**src/source/renamePkg.sv**
```systemverilog
`default_nettype none

package renamePkg;

    localparam int dataWidth    = 32;  // Register data
    localparam int regNameWidth = 5;   // 32 architectural registers
    localparam int robDepth     = 8;   // Default ROB size, tags 1..robDepth
    localparam int tagWidth     = 4;   // Fits robDepth plus tag 0

    // Rename tag, zero means the register holds its settled value
    typedef logic [tagWidth-1:0] nick_t;

    typedef enum logic [3:0] {
        opAdd = 4'd0,  // rs1 + rs2
        opSub = 4'd1,  // rs1 - rs2
        opAnd = 4'd2,
        opOr  = 4'd3,
        opXor = 4'd4,
        opSll = 4'd5,  // rs1 << rs2[4:0]
        opLi  = 4'd6   // rd = imm
    } op_t;

    // Entry handed from rename to the ROB
    typedef struct packed {
        op_t                     op;
        logic [31:0]             pc;
        logic [31:0]             imm;
        logic [regNameWidth-1:0] rd;       // Architectural destination
        nick_t                   rdTag;    // Tag of this instruction
        nick_t                   rs1Tag;   // Producer of rs1, 0 if settled
        logic [dataWidth-1:0]    rs1Data;  // Settled rs1 value
        nick_t                   rs2Tag;
        logic [dataWidth-1:0]    rs2Data;
    } renamed_t;

endpackage

`default_nettype wire

```
**src/source/dispatchIf.sv**
```systemverilog
`timescale 1ns/100ps
`default_nettype none

// Rename stage to ROB, plus the tag reservation running the other way
interface dispatchIf;
    import renamePkg::*;

    renamed_t entry;       // Renamed instruction
    logic     entryValid;  // Dispatch register full
    logic     entryReady;  // ROB takes entry on this edge
    nick_t    allocTag;    // Tag the next issue receives
    logic     allocAvail;  // ROB has a free tag
    logic     allocTake;   // Issue accepted, allocTag is reserved

    modport regSide (
        output entry,
        output entryValid,
        output allocTake,
        input  entryReady,
        input  allocTag,
        input  allocAvail
    );

    modport robSide (
        input  entry,
        input  entryValid,
        input  allocTake,
        output entryReady,
        output allocTag,
        output allocAvail
    );

endinterface

`default_nettype wire

```
**src/source/commitUnit.sv**
```systemverilog
`timescale 1ns/100ps
`default_nettype none

module commitUnit (
    input  logic                               clk,
    input  logic                               rst,
    input  logic                               headValid,
    input  logic [renamePkg::regNameWidth-1:0] headReg,
    input  renamePkg::nick_t                   headTag,
    input  logic [renamePkg::dataWidth-1:0]    headData,
    input  logic [31:0]                        headPc,
    output logic                               headPop,
    output logic                               retValid,
    output logic [renamePkg::regNameWidth-1:0] retReg,
    output renamePkg::nick_t                   retTag,
    output logic [renamePkg::dataWidth-1:0]    retData,
    output logic                               commitValid,
    input  logic                               commitReady,
    output logic [renamePkg::regNameWidth-1:0] commitRd,
    output logic [renamePkg::dataWidth-1:0]    commitData,
    output logic [31:0]                        commitPc
);
    logic load;  // Head moves into the commit register

    assign load     = headValid && (!commitValid || commitReady);
    assign headPop  = load;  // Slot frees while the port may still wait
    assign retValid = load;
    assign retReg   = headReg;
    assign retTag   = headTag;
    assign retData  = headData;

    always_ff @(posedge clk) begin
        if (rst) begin
            commitValid <= 1'b0;
        end else if (load) begin
            commitValid <= 1'b1;
        end else if (commitReady) begin
            commitValid <= 1'b0;  // Drained with nothing behind it
        end
    end

    always_ff @(posedge clk) begin
        if (load) begin
            commitRd   <= headReg;
            commitData <= headData;
            commitPc   <= headPc;
        end
    end

    // A finished head waits in the ROB unchanged until it is popped
    headHeld: assert property (@(posedge clk) disable iff (rst)
        headValid && !headPop |=> headValid && $stable(headReg) && $stable(headTag)
            && $stable(headData) && $stable(headPc))
        else $error("ROB head changed before it was popped");

endmodule

`default_nettype wire

```
**src/source/renameRegFile.sv**
```systemverilog
`timescale 1ns/100ps
`default_nettype none

module renameRegFile #(
    parameter int dataWidth = renamePkg::dataWidth
) (
    input  logic                               clk,
    input  logic                               rst,
    input  logic                               issueValid,
    output logic                               issueReady,
    input  renamePkg::op_t                     issueOp,
    input  logic [31:0]                        issuePc,
    input  logic [31:0]                        issueImm,
    input  logic [renamePkg::regNameWidth-1:0] issueRs1,
    input  logic [renamePkg::regNameWidth-1:0] issueRs2,
    input  logic [renamePkg::regNameWidth-1:0] issueRd,
    dispatchIf.regSide                         disp,
    input  logic                               retValid,
    input  logic [renamePkg::regNameWidth-1:0] retReg,
    input  renamePkg::nick_t                   retTag,
    input  logic [dataWidth-1:0]               retData
);
    import renamePkg::*;

    localparam int regCount = 2 ** regNameWidth;

    logic [dataWidth-1:0] regData [regCount];  // Settled architectural values
    nick_t                regTag  [regCount];  // Newest producer per register
    logic                 armed;               // Issue held off one cycle after reset
    logic                 accept;              // Issue handshake
    logic                 retHit;              // Retiring tag still newest for its register
    renamed_t             nextEntry;

    // Dispatch register must be free or draining, and a tag must be on offer
    assign issueReady = armed && disp.allocAvail && (!disp.entryValid || disp.entryReady);
    assign accept = issueValid && issueReady;
    assign disp.allocTake = accept;  // Reserve the offered tag
    assign retHit = retValid && (retReg != '0) && (regTag[retReg] == retTag);

    // Sources read the array before this edge's rename, so rs == rd sees the old tag
    always_comb begin
        nextEntry.op      = issueOp;
        nextEntry.pc      = issuePc;
        nextEntry.imm     = issueImm;
        nextEntry.rd      = issueRd;
        nextEntry.rdTag   = disp.allocTag;
        nextEntry.rs1Tag  = regTag[issueRs1];
        nextEntry.rs1Data = regData[issueRs1];
        nextEntry.rs2Tag  = regTag[issueRs2];
        nextEntry.rs2Data = regData[issueRs2];
    end

    always_ff @(posedge clk) begin
        if (rst) begin
            armed <= 1'b0;
        end else begin
            armed <= 1'b1;
        end
    end

    always_ff @(posedge clk) begin
        if (rst) begin
            for (int i = 0; i < regCount; i++) begin
                regData[i] <= '0;
                regTag[i]  <= '0;
            end
        end else begin
            if (retHit) begin  // Stale retirements fall through
                regData[retReg] <= retData;
                regTag[retReg]  <= '0;
            end
            if (accept && (issueRd != '0)) begin
                regTag[issueRd] <= disp.allocTag;  // Wins over a same-edge clear
            end
        end
    end

    // Dispatch register holds until the ROB takes it
    always_ff @(posedge clk) begin
        if (rst) begin
            disp.entryValid <= 1'b0;
        end else if (accept) begin
            disp.entryValid <= 1'b1;
        end else if (disp.entryReady) begin
            disp.entryValid <= 1'b0;
        end
    end

    always_ff @(posedge clk) begin
        if (accept) begin
            disp.entry <= nextEntry;
        end
    end

    // A rename always points its register at a real producer
    renameTagLive: assert property (@(posedge clk) disable iff (rst)
        accept |-> (disp.allocTag != '0))
        else $error("issue accepted while tag 0 was on offer");

endmodule

`default_nettype wire

```
**src/source/renameTop.sv**
```systemverilog
`timescale 1ns/100ps
`default_nettype none

module renameTop #(
    parameter int robDepth  = renamePkg::robDepth,
    parameter int dataWidth = renamePkg::dataWidth
) (
    input  logic                               clk,
    input  logic                               rst,
    input  logic                               issueValid,
    output logic                               issueReady,
    input  renamePkg::op_t                     issueOp,
    input  logic [31:0]                        issuePc,
    input  logic [31:0]                        issueImm,
    input  logic [renamePkg::regNameWidth-1:0] issueRs1,
    input  logic [renamePkg::regNameWidth-1:0] issueRs2,
    input  logic [renamePkg::regNameWidth-1:0] issueRd,
    output logic                               exeValid,
    output renamePkg::nick_t                   exeTag,
    output renamePkg::op_t                     exeOp,
    output logic [31:0]                        exePc,
    output logic [31:0]                        exeImm,
    output renamePkg::nick_t                   exeRs1Tag,
    output logic [dataWidth-1:0]               exeRs1Data,
    output renamePkg::nick_t                   exeRs2Tag,
    output logic [dataWidth-1:0]               exeRs2Data,
    input  logic                               cplValid,
    input  renamePkg::nick_t                   cplTag,
    input  logic [dataWidth-1:0]               cplData,
    output logic                               commitValid,
    input  logic                               commitReady,
    output logic [renamePkg::regNameWidth-1:0] commitRd,
    output logic [dataWidth-1:0]               commitData,
    output logic [31:0]                        commitPc
);
    import renamePkg::*;

    logic                    retValid;  // Retirement write into the register file
    logic [regNameWidth-1:0] retReg;
    nick_t                   retTag;
    logic [dataWidth-1:0]    retData;
    logic                    headValid;  // ROB head ready to retire
    logic [regNameWidth-1:0] headReg;
    nick_t                   headTag;
    logic [dataWidth-1:0]    headData;
    logic [31:0]             headPc;
    logic                    headPop;

    dispatchIf dispBus ();

    renameRegFile #(.dataWidth(dataWidth)) u_renameRegFile (
        .clk, .rst, .issueValid, .issueReady, .issueOp, .issuePc, .issueImm,
        .issueRs1, .issueRs2, .issueRd, .disp(dispBus.regSide),
        .retValid, .retReg, .retTag, .retData
    );

    reorderBuffer #(.robDepth(robDepth), .dataWidth(dataWidth)) u_reorderBuffer (
        .clk, .rst, .disp(dispBus.robSide),
        .exeValid, .exeTag, .exeOp, .exePc, .exeImm,
        .exeRs1Tag, .exeRs1Data, .exeRs2Tag, .exeRs2Data,
        .cplValid, .cplTag, .cplData,
        .headValid, .headReg, .headTag, .headData, .headPc, .headPop
    );

    commitUnit u_commitUnit (
        .clk, .rst, .headValid, .headReg, .headTag, .headData, .headPc, .headPop,
        .retValid, .retReg, .retTag, .retData,
        .commitValid, .commitReady, .commitRd, .commitData, .commitPc
    );

endmodule

`default_nettype wire

```
**src/source/reorderBuffer.sv**
```systemverilog
`timescale 1ns/100ps
`default_nettype none

module reorderBuffer #(
    parameter int robDepth  = renamePkg::robDepth,
    parameter int dataWidth = renamePkg::dataWidth
) (
    input  logic                               clk,
    input  logic                               rst,
    dispatchIf.robSide                         disp,
    output logic                               exeValid,
    output renamePkg::nick_t                   exeTag,
    output renamePkg::op_t                     exeOp,
    output logic [31:0]                        exePc,
    output logic [31:0]                        exeImm,
    output renamePkg::nick_t                   exeRs1Tag,
    output logic [dataWidth-1:0]               exeRs1Data,
    output renamePkg::nick_t                   exeRs2Tag,
    output logic [dataWidth-1:0]               exeRs2Data,
    input  logic                               cplValid,
    input  renamePkg::nick_t                   cplTag,
    input  logic [dataWidth-1:0]               cplData,
    output logic                               headValid,
    output logic [renamePkg::regNameWidth-1:0] headReg,
    output renamePkg::nick_t                   headTag,
    output logic [dataWidth-1:0]               headData,
    output logic [31:0]                        headPc,
    input  logic                               headPop
);
    import renamePkg::*;

    localparam int ptrWidth = $clog2(robDepth);
    localparam int cntWidth = $clog2(robDepth + 1);

    typedef logic [ptrWidth-1:0] ptr_t;

    logic                    slotBusy [robDepth];  // Entry arrived, not yet popped
    logic                    slotDone [robDepth];  // Result recorded
    logic [regNameWidth-1:0] slotReg  [robDepth];
    logic [31:0]             slotPc   [robDepth];
    logic [dataWidth-1:0]    slotData [robDepth];
    ptr_t                    allocPtr;  // Next slot to reserve
    ptr_t                    tail;      // Next slot to fill
    ptr_t                    head;      // Oldest in-flight slot
    logic [cntWidth-1:0]     reserved;  // Tags out, not yet retired
    logic                    accept;    // Entry handshake
    ptr_t                    cplSlot;

    // Slot index plus one
    function automatic nick_t tagOf(ptr_t slot);
        return nick_t'(slot) + nick_t'(1);
    endfunction

    // Pointers wrap naturally, and tag robDepth must still fit
    if (((robDepth & (robDepth - 1)) != 0) || (robDepth >= 2 ** tagWidth)) begin : gDepthCheck
        $error("robDepth must be a power of two below 2**tagWidth");
    end

    assign accept          = disp.entryValid && disp.entryReady;
    assign disp.entryReady = !slotBusy[tail];  // Reserved slot is normally free already
    assign disp.allocTag   = tagOf(allocPtr);
    assign disp.allocAvail = reserved != cntWidth'(robDepth);
    assign cplSlot         = ptr_t'(cplTag - nick_t'(1));

    always_ff @(posedge clk) begin
        if (rst) begin
            allocPtr <= '0;
            tail     <= '0;
            head     <= '0;
            reserved <= '0;
        end else begin
            if (disp.allocTake) begin
                allocPtr <= allocPtr + 1'b1;
            end
            if (accept) begin
                tail <= tail + 1'b1;
            end
            if (headPop) begin
                head <= head + 1'b1;
            end
            case ({disp.allocTake, headPop})
                2'b10:   reserved <= reserved + 1'b1;
                2'b01:   reserved <= reserved - 1'b1;
                default: reserved <= reserved;  // Both or neither
            endcase
        end
    end

    always_ff @(posedge clk) begin
        if (rst) begin
            for (int i = 0; i < robDepth; i++) begin
                slotBusy[i] <= 1'b0;
                slotDone[i] <= 1'b0;
            end
        end else begin
            if (accept) begin
                slotBusy[tail] <= 1'b1;
                slotDone[tail] <= 1'b0;
            end
            if (cplValid) begin
                slotDone[cplSlot] <= 1'b1;  // Out of order
            end
            if (headPop) begin
                slotBusy[head] <= 1'b0;
            end
        end
    end

    always_ff @(posedge clk) begin
        if (accept) begin
            slotReg[tail] <= disp.entry.rd;
            slotPc[tail]  <= disp.entry.pc;
        end
        if (cplValid) begin
            slotData[cplSlot] <= cplData;
        end
    end

    // Execute request, one cycle after the entry lands
    always_ff @(posedge clk) begin
        if (rst) begin
            exeValid <= 1'b0;
        end else begin
            exeValid <= accept;
        end
    end

    always_ff @(posedge clk) begin
        if (accept) begin
            exeTag     <= disp.entry.rdTag;
            exeOp      <= disp.entry.op;
            exePc      <= disp.entry.pc;
            exeImm     <= disp.entry.imm;
            exeRs1Tag  <= disp.entry.rs1Tag;
            exeRs1Data <= disp.entry.rs1Data;
            exeRs2Tag  <= disp.entry.rs2Tag;
            exeRs2Data <= disp.entry.rs2Data;
        end
    end

    assign headValid = slotBusy[head] && slotDone[head];  // Oldest is finished
    assign headReg   = slotReg[head];
    assign headTag   = tagOf(head);
    assign headData  = slotData[head];
    assign headPc    = slotPc[head];

    // One completion per in-flight entry, never for a free slot
    cplOnBusySlot: assert property (@(posedge clk) disable iff (rst)
        cplValid |-> (cplTag != '0) && slotBusy[cplSlot] && !slotDone[cplSlot])
        else $error("completion for idle or finished slot, tag %0d", cplTag);

    // Rename must have reserved the tail's tag before the entry shows up
    entryHasTag: assert property (@(posedge clk) disable iff (rst)
        accept |-> (reserved != '0) && (disp.entry.rdTag == tagOf(tail)))
        else $error("entry arrived without a reserved tag");

endmodule

`default_nettype wire

```
**config.mk**
```make
export PLATFORM = sky130hd
export DESIGN_NAME = renameTop
export DESIGN_NICKNAME = d
export VERILOG_FILES = /design/src/source/renamePkg.sv /design/src/source/dispatchIf.sv /design/src/source/commitUnit.sv /design/src/source/renameRegFile.sv /design/src/source/renameTop.sv /design/src/source/reorderBuffer.sv
export SDC_FILE = /design/constraint.sdc
export NUM_CORES = 2
export LEC_CHECK = 0
export BUFFER_PORTS_ARGS = -buffer_cell sky130_fd_sc_hd__buf_2
export CAP_MARGIN = 0
export CORE_UTILIZATION = 55
export CTS_CLUSTER_SIZE = 12
export DETAILED_ROUTE_END_ITERATION = 16
export PLACE_DENSITY = 0.7
export SYNTH_ARGS = -nofsm -noshare
export SYNTH_HDL_FRONTEND = slang
export SYNTH_SLANG_ARGS = --single-unit
```
**constraint.sdc**
```tcl
create_clock -name clk -period 8.7 [get_ports clk]
set_input_delay 1.305 -clock clk [delete_from_list [all_inputs] [get_ports clk]]
set_output_delay 1.305 -clock clk [all_outputs]
set_load 0.005 [all_outputs]
```
* Word level (Yosys, flattened, before mapping)
Memories as Yosys holds them, arrays and structs flattened. A register that Yosys moved wholly into a read port is not among the register bits.
Index checks and enable logic that the tools add are counted.
** Word-level totals
- Flip-flop bits (word level) :: 275
- RAM bits :: 1720
- Bits of input ports :: 124
- Output and inout bits :: 216
- Logic and storage cells :: 124
- Memories :: 7
** Memory list
- u_renameRegFile.regData :: words 32, bits a word 32, read ports 2, clocked after memory_dff 2, write ports 32, line renameRegFile.sv:27 : logic [dataWidth-1:0] regData [regCount];
- u_reorderBuffer.slotData :: words 8, bits a word 32, read ports 1, clocked after memory_dff 1, write ports 1, line reorderBuffer.sv:41 : logic [dataWidth-1:0] slotData [robDepth];
- u_reorderBuffer.slotPc :: words 8, bits a word 32, read ports 1, clocked after memory_dff 1, write ports 1, line reorderBuffer.sv:40 : logic [31:0] slotPc [robDepth];
- u_renameRegFile.regTag :: words 32, bits a word 4, read ports 3, clocked after memory_dff 2, write ports 32, line renameRegFile.sv:28 : nick_t regTag [regCount];
- u_reorderBuffer.slotReg :: words 8, bits a word 5, read ports 1, clocked after memory_dff 1, write ports 1, line reorderBuffer.sv:39 : logic [regNameWidth-1:0] slotReg [robDepth];
- u_reorderBuffer.slotBusy :: words 8, bits a word 1, read ports 2, clocked after memory_dff 2, write ports 8, line reorderBuffer.sv:37 : logic slotBusy [robDepth];
- +1 memories
** Operators by class
- $add $sub $neg :: 8
- Equality and inequality tests :: 5
- Mux-type cells :: 56
- Reductions and logical operators :: 25
** Operator list (number)
- $mux 3 :: 14
- $mux 1 :: 35
- $mux 32 :: 1
- $reduce_or 32->1 :: 1
- $mux 5 :: 3
- $reduce_bool 5->1 :: 2
- $add 3x1->3 const B :: 3
- $logic_and 1x1->1 :: 9
- $add 3x1->4 const B :: 2
- $mux 4 :: 2
- $pmux 4 s2 :: 1
- $reduce_or 4->1 :: 2
- $add 4x1->4 const B :: 1
- $eq 4x4->1 :: 1
- $ne 4x4->1 const B :: 1
- $reduce_bool 2->1 :: 2
- $reduce_or 1->1 :: 4
- $sub 4x1->4 const B :: 1
- $logic_not 1->1 :: 3
- $sub 3x1->3 const B :: 1
- $eq 2x1->1 const B :: 1
- $eq 2x2->1 const B :: 1
- $logic_or 1x1->1 :: 2
- $ne 2x2->1 const B :: 1

* Logic depth before layout (Yosys ltp)
- Depth after elaboration :: 10
- Mapped depth :: 18
- Depth with buffers taken out :: 12

* Modules after synthesis
A second synthesis with hierarchy kept.
** Unflattened totals
- Cell total of the unflattened synthesis :: 5183
- Area total of the unflattened synthesis :: 96874.2 um2
** By module, submodules not included
- renameRegFile :: instances 1, cells an instance 3898, area an instance 67342.1 um2, seq. area each 39107.5 um2
- reorderBuffer :: instances 1, cells an instance 1169, area an instance 27089.7 um2, seq. area each 21620.7 um2
- commitUnit :: instances 1, cells an instance 116, area an instance 2442.3 um2, seq. area each 2092.0 um2

* Worst setup path before layout
OpenSTA, ideal clock, no wires.
- Path type :: reg2reg
- Start point :: register with a tool-made name
- End point :: memory u_reorderBuffer.slotDone[6]
- Setup time :: 0.128 ns
- Data arrival time :: 7.770 ns
- Data required time :: 8.572 ns
- Setup slack :: 0.803 ns
- Cell stages (with the launch flop) :: 10
- Buffers on the path :: 0
- Period minus slack after synthesis :: 7.897 ns
- Cell sequence :: dfxtp_1 > mux4_2 > mux2i_1 > nand2_1 > inv_1 > nand2_1 > nor3b_1 > inv_1 > a21oi_1 > nor2_1
** RTL lines
- end: declaration :: line reorderBuffer.sv:38 : logic slotDone [robDepth];

==> flow_metrics.tcl <==
set metrics [dict create \
    p_total_mw 22.0 \
    p_leak_nw 35.7 \
    core_um2 174000 \
    fmax_ghz 0.143 \
    comb_power_share_pct 7.7 \
    initial_core_util_pct 55.4 \
    period_minus_slack_ns 6.99 \
    cts_max_level 4 \
    rsz0062_at_grt "no" \
    finalClockSkew_ns 0.0744 \
    cp.arrival_ns 7.53 \
    critical_path_class "reg2reg" \
    synthXorXnorAreaFrac_pct 0.118 \
    rows 153 \
    ys_seq_elements 2105 \
    grt_usage_pct 30.6 \
    nets 5801 \
    cts_buffers 214 \
    worstPathCellList "mux2i_1 > a22oi_2 > buf_4 > nand2_8 > inv_4 > mux2_1 > and3_1 > a2111o_1 > or4_4 > a22oi_4 > buf_4 > nand4_4 > nand2_2 > buf_4" \
    wl_per_cell_um 32.8 \
    maxCapViolations 0 \
    crit_required_ns 9.24 \
    p_clk_share_pct 39.5 \
    finalInstanceArea_um2 107000 \
    vias_per_cell 6.64 \
    drive_above_1_share_pct 45.7 \
    cts_setup_buffers 0 \
    p_per_area_nw_per_um2 205 \
    die_x_um 420 \
    drc 0 \
    startpoint_type "flip-flop" \
    fin_setup_tns_ns 0 \
    syn_to_final_growth_pct 11.4 \
    internal_power_mw 17.0 \
    dp_cells 7778 \
    swShare_pct 22.8 \
    io_pins 340 \
    synth_mux_area_share_pct 20.1 \
    holdWs_ns 0.414 \
    finish.utilization_pct 61.7 \
    ys.flop_type "edfxtp_1" \
    synthCells 5390 \
    cts_hold_buf 0 \
    final_cell_mix "edfxtp_1, nor2_2, mux4_2, buf_2, nor2_1" \
    wl_um 267000 \
    yosys_warnings 0 \
    place_ws_ns 1.84 \
    grt_max_degree 138 \
    synth_compound_area_share_pct 2.16 \
    setup_ws_ns 1.71 \
    placedInstanceArea_um2 101000 \
    grt_pass1_wl_um 382000 \
    clk_pin_slew_ns 0.06 \
    finalHoldViolCount 0 \
    maxSlewViolCount 0 \
    worst_slew_pin_slew_ns 1.14 \
    synth_fa_ha_area_share_pct 0.112 \
    worst_setup_path_end_kind "flip-flop" \
    detail_route.first_pass.iterations 8 \
    fin_crit_sh_pct 80.3 \
    syn_area_um2 96300 \
    critical_path.slowest_cell "dfxtp_4" \
    finalSetupViolCount 0 \
    clk_latency_ns 0.88 \
    cp_max_fo 49 \
    dp_hpwl_um 153000 \
    fp.dieH_um 420 \
    routed-via-count 54200 \
    tritoncts "built" \
    synth_top_family_by_area "multiplexers" \
    clockBufferDepth 3 \
    worst_ir_drop_vdd_uv 179 \
    avgSynthCellArea_um2 17.9 \
    cts.sinks 2105 \
    outcome "finished, final reports clean" \
    ys_seq_area_share_pct 65.3 \
    seqPwrFrac_pct 52.8 \
    power_switching_mw 5.02 \
    grt-ovfl-total 0 \
    post_cts_resized 0 \
    antenna_found_initial 22 \
    die-area_um2 177000 \
    synthArstFlopShare_pct 0 \
    slew-limit-headroom_pct 23.5 \
    crit_top_cell "buf_4" \
    synth_edf_count 2066 \
    dr.first_iter.drc_count 7062 \
    min_path_type "reg2reg" \
    slowest_delay_ns 0.88 \
    io_buffers 338 \
    gp_congestion 0.922 \
    synthSimpleGateAreaFrac_pct 9.32 \
    ys_types 80 \
    grt_pass1_vias 54600 \
    layout_commonest_cell "edfxtp_1" \
    fin_cells 8159 \
    cts_root_buffer "clkbuf_16" \
    ant_nets 0 \
]
## power groups by stage
| stage | clock (mW) | combinational [mW] | sequential, mW |
|---|---|---|---|
| global route | 9.17 | 1.77 | 11.7 |
| CTS | 8.80 | 1.70 | 11.6 |
| floorplan | 0 | 1.08 | 11.8 |
| global placement | 0 | 1.68 | 11.8 |
| finish | 8.71 | 1.70 | 11.6 |
| detailed placement | 0 | 1.69 | 11.8 |
## final cells by class
cell class	count	area [um2]
well taps	2325	2910
fillers	12300	66500
inverters	54	215
clock inverters	79	764
multi-input cells	2780	31400
clock buffers	301	5810
repair buffers	514	3340
diodes	1	2.50
flip-flops and latches	2105	62800
## registers in the layout, summed over array words and instances, names as in the netlist, 40 cells and up, named ones only
| register | cells |
|---|---|
| u_reorderBuffer.slotReg | 40 |
| u_renameRegFile.regData | 1024 |
| u_reorderBuffer.slotData | 256 |
| u_reorderBuffer.slotPc | 256 |
| u_renameRegFile.disp.entry | 149 |
| u_renameRegFile.regTag | 128 |
## worst max-delay path: cells and delay by family (launching register included)
family	cells	cell delay [ns]
and+or+nand+nor	5	1.84
DFF	1	0.88
buffers and inverters	4	1.78
muxes	2	0.61
AOI/OAI and AO/OA	3	1.44
## cell usage after synthesis, types with 64 or more instances
library cell / instances / share of area [%]
edfxtp_1: 2066 / 64
nor2_2: 870 / 5.7
mux4_2: 791 / 19
clkbuf_1: 297 / 1.2
nor2_1: 257 / 1.0
a22oi_1: 129 / 1.0
nand2_1: 107 / 0.42
buf_6: 91 / 1.1
mux2_2: 74 / 0.87
buf_1: 73 / 0.28
mux2i_1: 66 / 0.69
and3_1: 64 / 0.42
## path summary, 6_finish.rpt
| kind | slack, ns | to | from | depth (start not counted) |
|---|---|---|---|---|
| max | 1.71 | u_renameRegFile.regData[16][13]$_SDFFCE_PN0P_ | flip-flop | 14 |
| min | 0.41 | u_reorderBuffer.exeTag[1]$_DFFE_PP_ | u_renameRegFile.disp.entry[73]$_DFFE_PP_ | 0 |
| max reg2reg | 1.71 | u_renameRegFile.regData[16][13]$_SDFFCE_PN0P_ | flip-flop | 14 |
| min reg2reg | 0.41 | u_reorderBuffer.exeTag[1]$_DFFE_PP_ | u_renameRegFile.disp.entry[73]$_DFFE_PP_ | 0 |
## kinds of logic after synthesis
logic type	count (synthesis)
adders and majority gates	8
buffers and inverters	540
xor gates and xnor gates	13
and+or+nand+nor	1511
DFF	2105
muxes	935
AOI/OAI and AO/OA	277
other	1
## layer usage
metal	GRT usage, %	up-vias	routed length [um]
li1	-	21900	-
met1	41.0	28300	97300
met2	48.9	3279	129000
met3	6.78	647	29200
met4	12.6	30	11700
met5	0	-	188
Note: power is estimated with default switching activity, not from simulation.
